**config.mk**
```make
export PLATFORM = sky130hd
export DESIGN_NAME = uart_dbg_top
export DESIGN_NICKNAME = d
export VERILOG_FILES = /design/src/verilog/uart_dbg_pkg.sv /design/src/verilog/dbg_engine.sv /design/src/verilog/mem_bank.sv /design/src/verilog/uart_dbg_top.sv /design/src/verilog/uart_rx.sv /design/src/verilog/uart_tx.sv
export SDC_FILE = /design/constraint.sdc
export NUM_CORES = 2
export LEC_CHECK = 0
export ABC_AREA = 1
export BUFFER_PORTS_ARGS = -buffer_cell sky130_fd_sc_hd__buf_2
export CORE_UTILIZATION = 56
export DETAILED_ROUTE_END_ITERATION = 16
export PLACE_DENSITY = 0.74
export SETUP_SLACK_MARGIN = 0.4
export SKIP_LAST_GASP = 1
export SLEW_MARGIN = 10
export SYNTH_ARGS = -nofsm -noshare
export SYNTH_HDL_FRONTEND = slang
export SYNTH_SLANG_ARGS = --single-unit
```
**constraint.sdc**
```tcl
create_clock -name clk -period 4.3 [get_ports clk]
set_clock_uncertainty 0.05 [all_clocks]
set_input_delay 0.645 -clock clk [delete_from_list [all_inputs] [get_ports clk]]
set_output_delay 0.645 -clock clk [all_outputs]
set_load 0.02 [all_outputs]
```
**src/verilog/uart_dbg_pkg.sv**
```systemverilog
// Protocol bytes, widths and bus structs of the UART debug loader, referenced by scoped name
package uart_dbg_pkg;

  // Address and length fields on the wire
  localparam int unsigned AddrBytes   = 2;
  // Bits of the address that reach memory
  localparam int unsigned MemAddrBits = 8;

  typedef logic [7:0]             byte_t;
  typedef logic [8*AddrBytes-1:0] wire_addr_t;

  // Byte values of the host protocol
  typedef enum logic [7:0] {
    BYTE_EOT  = 8'h04,
    BYTE_ACK  = 8'h06,
    CMD_READ  = 8'h11,
    CMD_WRITE = 8'h12,
    CMD_EXEC  = 8'h13
  } dbg_byte_e;

  // Receiver to engine
  typedef struct packed {
    logic  valid;
    byte_t data;
  } rx_byte_t;

  // Engine to transmitter
  typedef struct packed {
    logic  valid;
    byte_t data;
  } tx_byte_t;

  // Broadcast to all banks, addr is already bank-local
  typedef struct packed {
    logic                   we;
    logic [MemAddrBits-1:0] addr;
    byte_t                  wdata;
  } mem_req_t;

  typedef struct packed {
    logic       valid;
    wire_addr_t addr;
  } exec_t;

endpackage

```
**src/verilog/dbg_engine.sv**
```systemverilog
// Debug command engine; parses host bytes, accesses the byte banks, raises exec and queues replies
module dbg_engine #(
  parameter int unsigned NumBanks = 4
) (
  input  logic                               clk,
  input  logic                               arst_n_i,
  input  uart_dbg_pkg::rx_byte_t             rx_i,
  output uart_dbg_pkg::tx_byte_t             tx_o,
  input  logic                               credit_i,
  output uart_dbg_pkg::mem_req_t             mem_req_o,
  output logic [NumBanks-1:0]                mem_en_o,
  input  uart_dbg_pkg::byte_t [NumBanks-1:0] rdata_i,
  output uart_dbg_pkg::exec_t                exec_o
);

  localparam int unsigned BankBits  = $clog2(NumBanks);
  localparam int unsigned FieldBits = 8 * uart_dbg_pkg::AddrBytes;
  localparam int unsigned CntBits   = $clog2(uart_dbg_pkg::AddrBytes);

  typedef enum logic [3:0] {
    IDLE,
    GET_ADDR,
    GET_LEN,
    SEND_ACK,
    READ_MEM,
    SEND_DATA,
    GET_DATA,
    SEND_EOT,
    GET_EXEC
  } state_e;

  state_e                   state_q;
  uart_dbg_pkg::dbg_byte_e  cmd_q;
  logic [CntBits-1:0]       byte_cnt_q;
  logic [1:0]               credit_q;
  uart_dbg_pkg::wire_addr_t addr_q;
  uart_dbg_pkg::wire_addr_t len_q;
  logic [BankBits-1:0]      sel_q;

  logic                     field_last;
  logic                     can_send;
  logic [BankBits-1:0]      bank;
  uart_dbg_pkg::wire_addr_t addr_shift;
  uart_dbg_pkg::wire_addr_t len_shift;

  //////////////////////////////////////////////////////////////////////
  // Field assembly and datapath
  //////////////////////////////////////////////////////////////////////

  assign field_last = byte_cnt_q == CntBits'(uart_dbg_pkg::AddrBytes - 1);
  assign can_send   = credit_q != 2'd0;
  assign bank       = addr_q[BankBits-1:0];

  // Little-endian, so each new byte enters at the top
  assign addr_shift = {rx_i.data, addr_q[FieldBits-1:8]};
  assign len_shift  = {rx_i.data, len_q[FieldBits-1:8]};

  // Exec fires as the last address byte arrives
  assign exec_o.valid = (state_q == GET_EXEC) && rx_i.valid && field_last;
  assign exec_o.addr  = addr_shift;

  always_comb begin
    mem_req_o.we    = state_q == GET_DATA;
    mem_req_o.addr  = addr_q[uart_dbg_pkg::MemAddrBits-1:0] >> BankBits;
    mem_req_o.wdata = rx_i.data;
    mem_en_o        = '0;
    if (state_q == READ_MEM || (state_q == GET_DATA && rx_i.valid)) begin
      mem_en_o[bank] = 1'b1;
    end
  end

  // Replies, each gated by a credit from the transmitter
  always_comb begin
    tx_o.valid = 1'b0;
    tx_o.data  = uart_dbg_pkg::BYTE_ACK;
    case (state_q)
      SEND_ACK: tx_o.valid = can_send;
      SEND_DATA: begin
        tx_o.valid = can_send;
        tx_o.data  = rdata_i[sel_q];
      end
      SEND_EOT: begin
        tx_o.valid = can_send;
        tx_o.data  = uart_dbg_pkg::BYTE_EOT;
      end
      default: ;
    endcase
  end

  always_ff @(posedge clk) begin
    case (state_q)
      GET_ADDR, GET_EXEC: if (rx_i.valid) addr_q <= addr_shift;
      GET_LEN: if (rx_i.valid) len_q <= len_shift;
      READ_MEM: sel_q <= bank;
      SEND_DATA: begin
        if (can_send) begin
          addr_q <= addr_q + 1'b1;
          len_q  <= len_q - 1'b1;
        end
      end
      GET_DATA: begin
        if (rx_i.valid) begin
          addr_q <= addr_q + 1'b1;
          len_q  <= len_q - 1'b1;
        end
      end
      default: ;
    endcase
  end

  //////////////////////////////////////////////////////////////////////
  // Command FSM
  //////////////////////////////////////////////////////////////////////

  always_ff @(posedge clk or negedge arst_n_i) begin
    if (!arst_n_i) begin
      state_q    <= IDLE;
      cmd_q      <= uart_dbg_pkg::BYTE_ACK;
      byte_cnt_q <= '0;
      credit_q   <= 2'd1;
    end else begin
      credit_q <= credit_q + {1'b0, credit_i} - {1'b0, tx_o.valid};
      case (state_q)
        IDLE: begin
          byte_cnt_q <= '0;
          if (rx_i.valid) begin
            cmd_q <= uart_dbg_pkg::dbg_byte_e'(rx_i.data);
            case (rx_i.data)
              uart_dbg_pkg::CMD_READ, uart_dbg_pkg::CMD_WRITE: state_q <= GET_ADDR;
              uart_dbg_pkg::CMD_EXEC: state_q <= GET_EXEC;
              uart_dbg_pkg::BYTE_ACK: state_q <= SEND_ACK;
              // Anything else is noise
              default: ;
            endcase
          end
        end
        GET_ADDR, GET_LEN, GET_EXEC: begin
          if (rx_i.valid) begin
            byte_cnt_q <= field_last ? '0 : byte_cnt_q + 1'b1;
            if (field_last) begin
              state_q <= (state_q == GET_ADDR) ? GET_LEN : SEND_ACK;
            end
          end
        end
        SEND_ACK: begin
          if (can_send) begin
            if (cmd_q == uart_dbg_pkg::CMD_READ) begin
              state_q <= (len_q == '0) ? SEND_EOT : READ_MEM;
            end else if (cmd_q == uart_dbg_pkg::CMD_WRITE) begin
              state_q <= (len_q == '0) ? SEND_EOT : GET_DATA;
            end else begin
              state_q <= IDLE;
            end
          end
        end
        READ_MEM: state_q <= SEND_DATA;
        SEND_DATA: begin
          if (can_send) begin
            state_q <= (len_q == FieldBits'(1)) ? SEND_EOT : READ_MEM;
          end
        end
        GET_DATA: begin
          if (rx_i.valid && len_q == FieldBits'(1)) begin
            state_q <= SEND_EOT;
          end
        end
        SEND_EOT: if (can_send) state_q <= IDLE;
        default: state_q <= IDLE;
      endcase
    end
  end

endmodule

```
**src/verilog/mem_bank.sv**
```systemverilog
// One byte-wide bank of the loader memory; write or registered read on enabled cycles
module mem_bank #(
  parameter int unsigned NumBanks = 4
) (
  input  logic                   clk,
  input  logic                   en_i,
  input  uart_dbg_pkg::mem_req_t req_i,
  output uart_dbg_pkg::byte_t    rdata_o
);

  localparam int unsigned Depth     = (1 << uart_dbg_pkg::MemAddrBits) / NumBanks;
  localparam int unsigned LocalBits = uart_dbg_pkg::MemAddrBits - $clog2(NumBanks);

  uart_dbg_pkg::byte_t  mem_q [Depth];
  logic [LocalBits-1:0] local_addr;

  // Upper bits of the broadcast address are zero for this bank
  assign local_addr = req_i.addr[LocalBits-1:0];

  always_ff @(posedge clk) begin
    if (en_i) begin
      if (req_i.we) begin
        mem_q[local_addr] <= req_i.wdata;
      end else begin
        rdata_o <= mem_q[local_addr];
      end
    end
  end

endmodule

```
**src/verilog/uart_dbg_top.sv**
```systemverilog
// Top of the UART debug loader; serial in and out, banked byte memory and the exec output
module uart_dbg_top #(
  parameter int unsigned ClksPerBit = 4,
  parameter int unsigned NumBanks   = 4
) (
  input  logic                clk,
  input  logic                arst_n_i,
  input  logic                rx_i,
  output logic                tx_o,
  output uart_dbg_pkg::exec_t exec_o
);

  uart_dbg_pkg::rx_byte_t             rx_byte;
  uart_dbg_pkg::tx_byte_t             tx_byte;
  logic                               tx_credit;
  uart_dbg_pkg::mem_req_t             mem_req;
  logic [NumBanks-1:0]                mem_en;
  uart_dbg_pkg::byte_t [NumBanks-1:0] mem_rdata;

  //////////////////////////////////////////////////////////////////////
  // Serial side
  //////////////////////////////////////////////////////////////////////

  uart_rx #(
    .ClksPerBit ( ClksPerBit )
  ) i_uart_rx (
    .clk      ( clk      ),
    .arst_n_i ( arst_n_i ),
    .rx_i     ( rx_i     ),
    .byte_o   ( rx_byte  )
  );

  uart_tx #(
    .ClksPerBit ( ClksPerBit )
  ) i_uart_tx (
    .clk      ( clk       ),
    .arst_n_i ( arst_n_i  ),
    .byte_i   ( tx_byte   ),
    .credit_o ( tx_credit ),
    .tx_o     ( tx_o      )
  );

  //////////////////////////////////////////////////////////////////////
  // Engine and memory
  //////////////////////////////////////////////////////////////////////

  dbg_engine #(
    .NumBanks ( NumBanks )
  ) i_dbg_engine (
    .clk       ( clk       ),
    .arst_n_i  ( arst_n_i  ),
    .rx_i      ( rx_byte   ),
    .tx_o      ( tx_byte   ),
    .credit_i  ( tx_credit ),
    .mem_req_o ( mem_req   ),
    .mem_en_o  ( mem_en    ),
    .rdata_i   ( mem_rdata ),
    .exec_o    ( exec_o    )
  );

  // Consecutive addresses land in consecutive banks
  for (genvar b = 0; b < NumBanks; b++) begin : gen_banks
    mem_bank #(
      .NumBanks ( NumBanks )
    ) i_mem_bank (
      .clk     ( clk          ),
      .en_i    ( mem_en[b]    ),
      .req_i   ( mem_req      ),
      .rdata_o ( mem_rdata[b] )
    );
  end

endmodule

```
**src/verilog/uart_rx.sv**
```systemverilog
// Serial receiver, 8N1 with mid-bit sampling; emits one byte pulse per good frame
module uart_rx #(
  parameter int unsigned ClksPerBit = 4
) (
  input  logic                   clk,
  input  logic                   arst_n_i,
  input  logic                   rx_i,
  output uart_dbg_pkg::rx_byte_t byte_o
);

  localparam int unsigned CntBits = $clog2(ClksPerBit + 1);

  typedef enum logic [1:0] {
    RX_IDLE,
    RX_START,
    RX_DATA,
    RX_STOP
  } rx_state_e;

  rx_state_e            state_q;
  logic [2:0]           sync_q;
  logic [CntBits-1:0]   clk_cnt_q;
  logic [2:0]           bit_cnt_q;
  logic                 valid_q;
  uart_dbg_pkg::byte_t  shift_q;

  logic rx_s;
  logic bit_end;
  logic half_bit;

  // Two synchronizer stages, the third flop only feeds edge detection
  assign rx_s     = sync_q[1];
  assign bit_end  = clk_cnt_q == CntBits'(ClksPerBit - 1);
  assign half_bit = clk_cnt_q == CntBits'((ClksPerBit - 1) / 2);

  always_ff @(posedge clk or negedge arst_n_i) begin
    if (!arst_n_i) begin
      state_q   <= RX_IDLE;
      sync_q    <= '1;
      clk_cnt_q <= '0;
      bit_cnt_q <= '0;
      valid_q   <= 1'b0;
    end else begin
      sync_q    <= {sync_q[1:0], rx_i};
      valid_q   <= 1'b0;
      clk_cnt_q <= clk_cnt_q + 1'b1;
      case (state_q)
        RX_IDLE: begin
          clk_cnt_q <= '0;
          if (sync_q[2] && !rx_s) begin
            state_q <= RX_START;
          end
        end
        RX_START: begin
          if (half_bit) begin
            clk_cnt_q <= '0;
            bit_cnt_q <= '0;
            // Glitch, not a real start bit
            state_q   <= rx_s ? RX_IDLE : RX_DATA;
          end
        end
        RX_DATA: begin
          if (bit_end) begin
            clk_cnt_q <= '0;
            bit_cnt_q <= bit_cnt_q + 1'b1;
            if (bit_cnt_q == 3'd7) begin
              state_q <= RX_STOP;
            end
          end
        end
        RX_STOP: begin
          if (bit_end) begin
            // Framing error drops the byte
            valid_q <= rx_s;
            state_q <= RX_IDLE;
          end
        end
        default: state_q <= RX_IDLE;
      endcase
    end
  end

  // LSB first
  always_ff @(posedge clk) begin
    if (state_q == RX_DATA && bit_end) begin
      shift_q <= {rx_s, shift_q[7:1]};
    end
  end

  assign byte_o.valid = valid_q;
  assign byte_o.data  = shift_q;

endmodule

```
**src/verilog/uart_tx.sv**
```systemverilog
// Serial transmitter, 8N1, with a one-byte holding register and a credit back to the sender
module uart_tx #(
  parameter int unsigned ClksPerBit = 4
) (
  input  logic                   clk,
  input  logic                   arst_n_i,
  input  uart_dbg_pkg::tx_byte_t byte_i,
  output logic                   credit_o,
  output logic                   tx_o
);

  localparam int unsigned CntBits = $clog2(ClksPerBit + 1);

  logic [9:0]          shift_q;
  logic                busy_q;
  logic [CntBits-1:0]  clk_cnt_q;
  logic [3:0]          bit_cnt_q;
  logic                hold_vld_q;
  logic                credit_q;
  uart_dbg_pkg::byte_t hold_q;

  logic                bit_end;
  logic                frame_end;
  logic                free;
  logic                load;
  uart_dbg_pkg::byte_t load_data;

  assign bit_end   = clk_cnt_q == CntBits'(ClksPerBit - 1);
  assign frame_end = busy_q && bit_end && (bit_cnt_q == 4'd9);
  assign free      = !busy_q || frame_end;

  // Shifter takes the held byte first, else a new byte goes straight in
  assign load      = free && (hold_vld_q || byte_i.valid);
  assign load_data = hold_vld_q ? hold_q : byte_i.data;

  always_ff @(posedge clk or negedge arst_n_i) begin
    if (!arst_n_i) begin
      shift_q    <= '1;
      busy_q     <= 1'b0;
      clk_cnt_q  <= '0;
      bit_cnt_q  <= '0;
      hold_vld_q <= 1'b0;
      credit_q   <= 1'b0;
    end else begin
      credit_q <= load;
      if (load) begin
        // Stop, data, start from MSB down so bit 0 leaves first
        shift_q   <= {1'b1, load_data, 1'b0};
        busy_q    <= 1'b1;
        clk_cnt_q <= '0;
        bit_cnt_q <= '0;
      end else if (busy_q) begin
        if (bit_end) begin
          clk_cnt_q <= '0;
          bit_cnt_q <= bit_cnt_q + 1'b1;
          shift_q   <= {1'b1, shift_q[9:1]};
          if (bit_cnt_q == 4'd9) begin
            busy_q <= 1'b0;
          end
        end else begin
          clk_cnt_q <= clk_cnt_q + 1'b1;
        end
      end
      if (byte_i.valid && !(load && !hold_vld_q)) begin
        hold_vld_q <= 1'b1;
      end else if (load) begin
        hold_vld_q <= 1'b0;
      end
    end
  end

  always_ff @(posedge clk) begin
    if (byte_i.valid) begin
      hold_q <= byte_i.data;
    end
  end

  assign credit_o = credit_q;
  assign tx_o     = shift_q[0];

endmodule
```
==> qor.yml <==
clock_network:
  clock-sinks: 2176
  cts_max_path_buffers: 3
  cts_resized: 0
  h-tree-depth: 4
  cts.reportedPaths.clkPinSlew_ps: 70
  numCtsBuffers: 210
  post_cts_buffers: 0
  root_buffer: "clkbuf_16"
  cts_tree: "yes"
  insertion_delay_ps: 860
flow_run:
  max_cap_viol_count: 0
critical_path:
  crit_type: "reg2reg"
  end_kind: "flop"
  path_cells: "buf_12 -> nor3_4 -> nand2_1 -> nor2_1"
  start_kind: "flop"
  critPathRequiredTime_ps: 4740
  cpMaxStageDelayCell: "nor3_4"
  path_buf_inv: 1
  critPathTopFamily: "simple AND/OR/NAND/NOR gates"
  slowest_delay_ps: 1060
  cp.arrival_ps: 4090
  path_max_fanout: 110
layout:
  drive_gt1_share_pct: 7.60
  fillCellCount: 12600
  area_growth_syn_to_layout_pct: 11.2
  nets: 9499
  fin_cells: 11800
global_route:
  grt_max_degree: 216
  antenna_found_initial: 11
  track_usage_pct: 31.2
  grt_pass1_wl_um: 395000
  grt_overflow: 0
  grt_pass1_vias: 63900
die:
  start_util_pct: 56.6
  rows: 149
  core_um2: 165000
  ios: 21
  die_area_um2: 169000
  die_x_um: 411
  die_h_um: 411
timing:
  maxSlewViolCount: 0
  finalCritPeriodShare_pct: 85.0
  hold_viol: 0
  holdWs_ps: 312
  relSlewSlack_pct: 14.2
  period_needed_ps: 3650
  fmax_mhz: 274
  worst_slew_pin_slew_ps: 1290
  rsz0062_at_grt: "false"
  setup_violations: 0
synth:
  synthFlopType: "edfxtp_1"
  synthMuxAreaShare_pct: 0.0107
  synth.distinct_cells: 39
  synth_top_family_by_area: "simple AND/OR/NAND/NOR gates"
  synthTopCellsByCount: "nand2_1 (5874), edfxtp_1 (2130), nor2_1 (419), buf_2 (270), clkbuf_1 (151)"
  synthSimpleGateAreaFrac_pct: 25.9
  synth_top_cell_area_share_pct: 68.4
  synthArstFlopShare_pct: 2.11
  avgSynthCellArea_um2: 9.96
  synth-seq-area-share_pct: 69.6
  synth.most_common_cell: "nand2_1"
  syn-cell-area_um2: 93500
  synthAdderAreaFrac_pct: 0.294
  ys_ff_latch: 2176
  yosysWarnings: 0
  synth_compound_area_share_pct: 1.02
  synth-xor-area-share_pct: 0.159
  synth_enable_flop_cells: 2130
  synth_area_leader_cell: "edfxtp_1"
  synth_area_leaders: "edfxtp_1 (68%), nand2_1 (24%), nor2_1 (1.7%), buf_2 (1.4%), dfrtp_1 (0.83%)"
  synthCells: 9386
  syn-num-nets: 9411
pwr:
  ir_drop_mv: 0.344
  powerDensity_nw_per_um2: 415
  power.leakage_nw: 43.4
drt:
  vias_per_cell: 5.66
  drtIter0Drc: 9561
  via_count: 67000
  wl_um: 262000
  wl_per_cell_um: 22.1
  dr.pass1.iters: 7
  drc_errors: 0
  ant_nets: 0
placement:
  port_buffers: 20
  dp_cells: 11400
  hpwl_um: 159000
  place_congestion: 0.958
hold_path:
  worstHoldPathType: "reg2reg"
run_status:
  status: "finished clean"
[cell families (layout without fill, tap and decap cells)]
kind of cell | Yosys count | in the layout
AND/OR/NAND/NOR | 6389 | 6389
flip-flops | 2176 | 2176
buffers and inverters | 598 | 862
AO/OA/AOI/OAI | 183 | 183
adder cells (fa/ha/maj) | 22 | 22
XOR/XNOR | 17 | 17
multiplexers | 1 | 1
other | 0 | 3
[cell type report]
type / instances / area (um2) / area share (%)
Sequential cell: 2176 / 65100 / 62.6
Clock buffer: 250 / 5470 / 5.25
Inverter: 107 / 424 / 0.408
Multi-Input combinational cell: 6612 / 25700 / 24.7
Clock inverter: 138 / 1390 / 1.34
Antenna cell: 3 / 7.51 / 0.00722
Tap cell: 2189 / 2740 / 2.63
Timing Repair Buffer: 367 / 3160 / 3.04
[worst paths after layout]
path / endpoint / cells past startpoint / start / slack, ps
worst max-delay path: gen_banks[0].i_mem_bank.mem_q[2][6] / 4 / i_dbg_engine.addr_q[2] / 650
min in group asynchronous: i_uart_tx.bit_cnt_q[3] / 2 / arst_n_i / 470
max in group asynchronous: i_uart_rx.bit_cnt_q[2] / 2 / arst_n_i / 3050
worst min register to register: i_uart_rx.sync_q[1] / 0 / i_uart_rx.sync_q[0] / 310
worst min-delay path: i_uart_rx.sync_q[1] / 0 / i_uart_rx.sync_q[0] / 310
worst max register to register: gen_banks[0].i_mem_bank.mem_q[2][6] / 4 / i_dbg_engine.addr_q[2] / 650
[worst reg2reg max path: stages (launching register included)]
cell and delay [ps]:
edfxtp_1 520, buf_12 330, nor3_4 1130, nand2_1 540, nor2_1 720
[per-stage QoR]
stage | cell area, um2 | worst slack (ps) | TNS, ps | util (%) | power [mW]
floorplan | 93500 | -201 | -2250 | - | 24.6
global placement | 97100 | 846 | 0 | 58.7 | 25.1
detailed placement | 97100 | 849 | 0 | 58.7 | 25.1
CTS | 104000 | 810 | 0 | 62.9 | 43.3
global route | 104000 | 654 | 0 | 62.9 | 44.2
finish | 104000 | 647 | 0 | 62.9 | 43.2
[cells in the final DEF, fill, tap and decap left out, types with 5 or more instances in the layout]
| cell type | instances |
|---|---|
| nand2_1 | 5874 |
| clkbuf_1 | 35 |
| nor3_2 | 5 |
| ha_1 | 22 |
| nor2_1 | 415 |
| o22ai_1 | 5 |
| a21oi_1 | 76 |
| buf_4 | 309 |
| edfxtp_1 | 2130 |
| nor2_2 | 6 |
| clkinv_8 | 5 |
| clkinvlp_4 | 11 |
| inv_6 | 5 |
| dfrtp_1 | 31 |
| dfstp_2 | 15 |
| clkinv_1 | 46 |
| nor3_1 | 8 |
| clkinv_2 | 44 |
| nor3_4 | 6 |
| nand3_1 | 50 |
| inv_1 | 99 |
| clkbuf_16 | 211 |
| or2_2 | 10 |
| nand4_1 | 5 |
| o21ai_1 | 8 |
| buf_2 | 20 |
| o21ai_0 | 83 |
| xor2_1 | 10 |
| xnor2_1 | 7 |
| buf_12 | 36 |
| bufinv_16 | 22 |
[routing by layer]
layer | global-route usage, % | up-vias | wire length [um]
met1 | 43.3 | 31500 | 98800
met4 | 16.3 | 8 | 15000
met2 | 46.8 | 4311 | 116000
li1 | - | 30500 | -
met5 | 0 | - | 57
met3 | 6.24 | 683 | 32000
[power breakdown]
part	leakage (nW)	switching, mW	internal [mW]	total [mW]
logic	20.4	1.07	0.313	1.39
clock network	3.34	8.08	10.4	18.5
registers	19.7	0.0601	23.3	23.3
total	43.4	9.21	34.0	43.2
[sequential cells by signal, indices dropped and copies added, names as in the netlist, named ones only]
name                          cells
i_uart_tx.credit_o                1
i_uart_tx.busy_q                  1
i_dbg_engine.len_q               16
i_dbg_engine.byte_cnt_q           1
i_uart_tx.shift_q                 9
i_uart_rx.bit_cnt_q               3
i_uart_tx.hold_vld_q              1
i_dbg_engine.state_q              4
i_uart_rx.sync_q                  3
i_dbg_engine.credit_q             2
i_uart_tx.clk_cnt_q               3
i_dbg_engine.sel_q                2
i_uart_tx.bit_cnt_q               4
i_dbg_engine.addr_q              16
i_uart_rx.state_q                 1
i_uart_rx.shift_q                 8
i_uart_rx.valid_q                 1
i_uart_tx.hold_q                  8
gen_banks.i_mem_bank.rdata_o     32
gen_banks.i_mem_bank.mem_q     2048
i_uart_rx.clk_cnt_q               3
i_dbg_engine.cmd_q                8
[what timing repair did]
action,CTS,global route
endpoints found under the setup margin,0,0
hold buffers,2,0
endpoints found under the hold margin,32,0
Note: power is estimated with default switching activity, not from simulation.
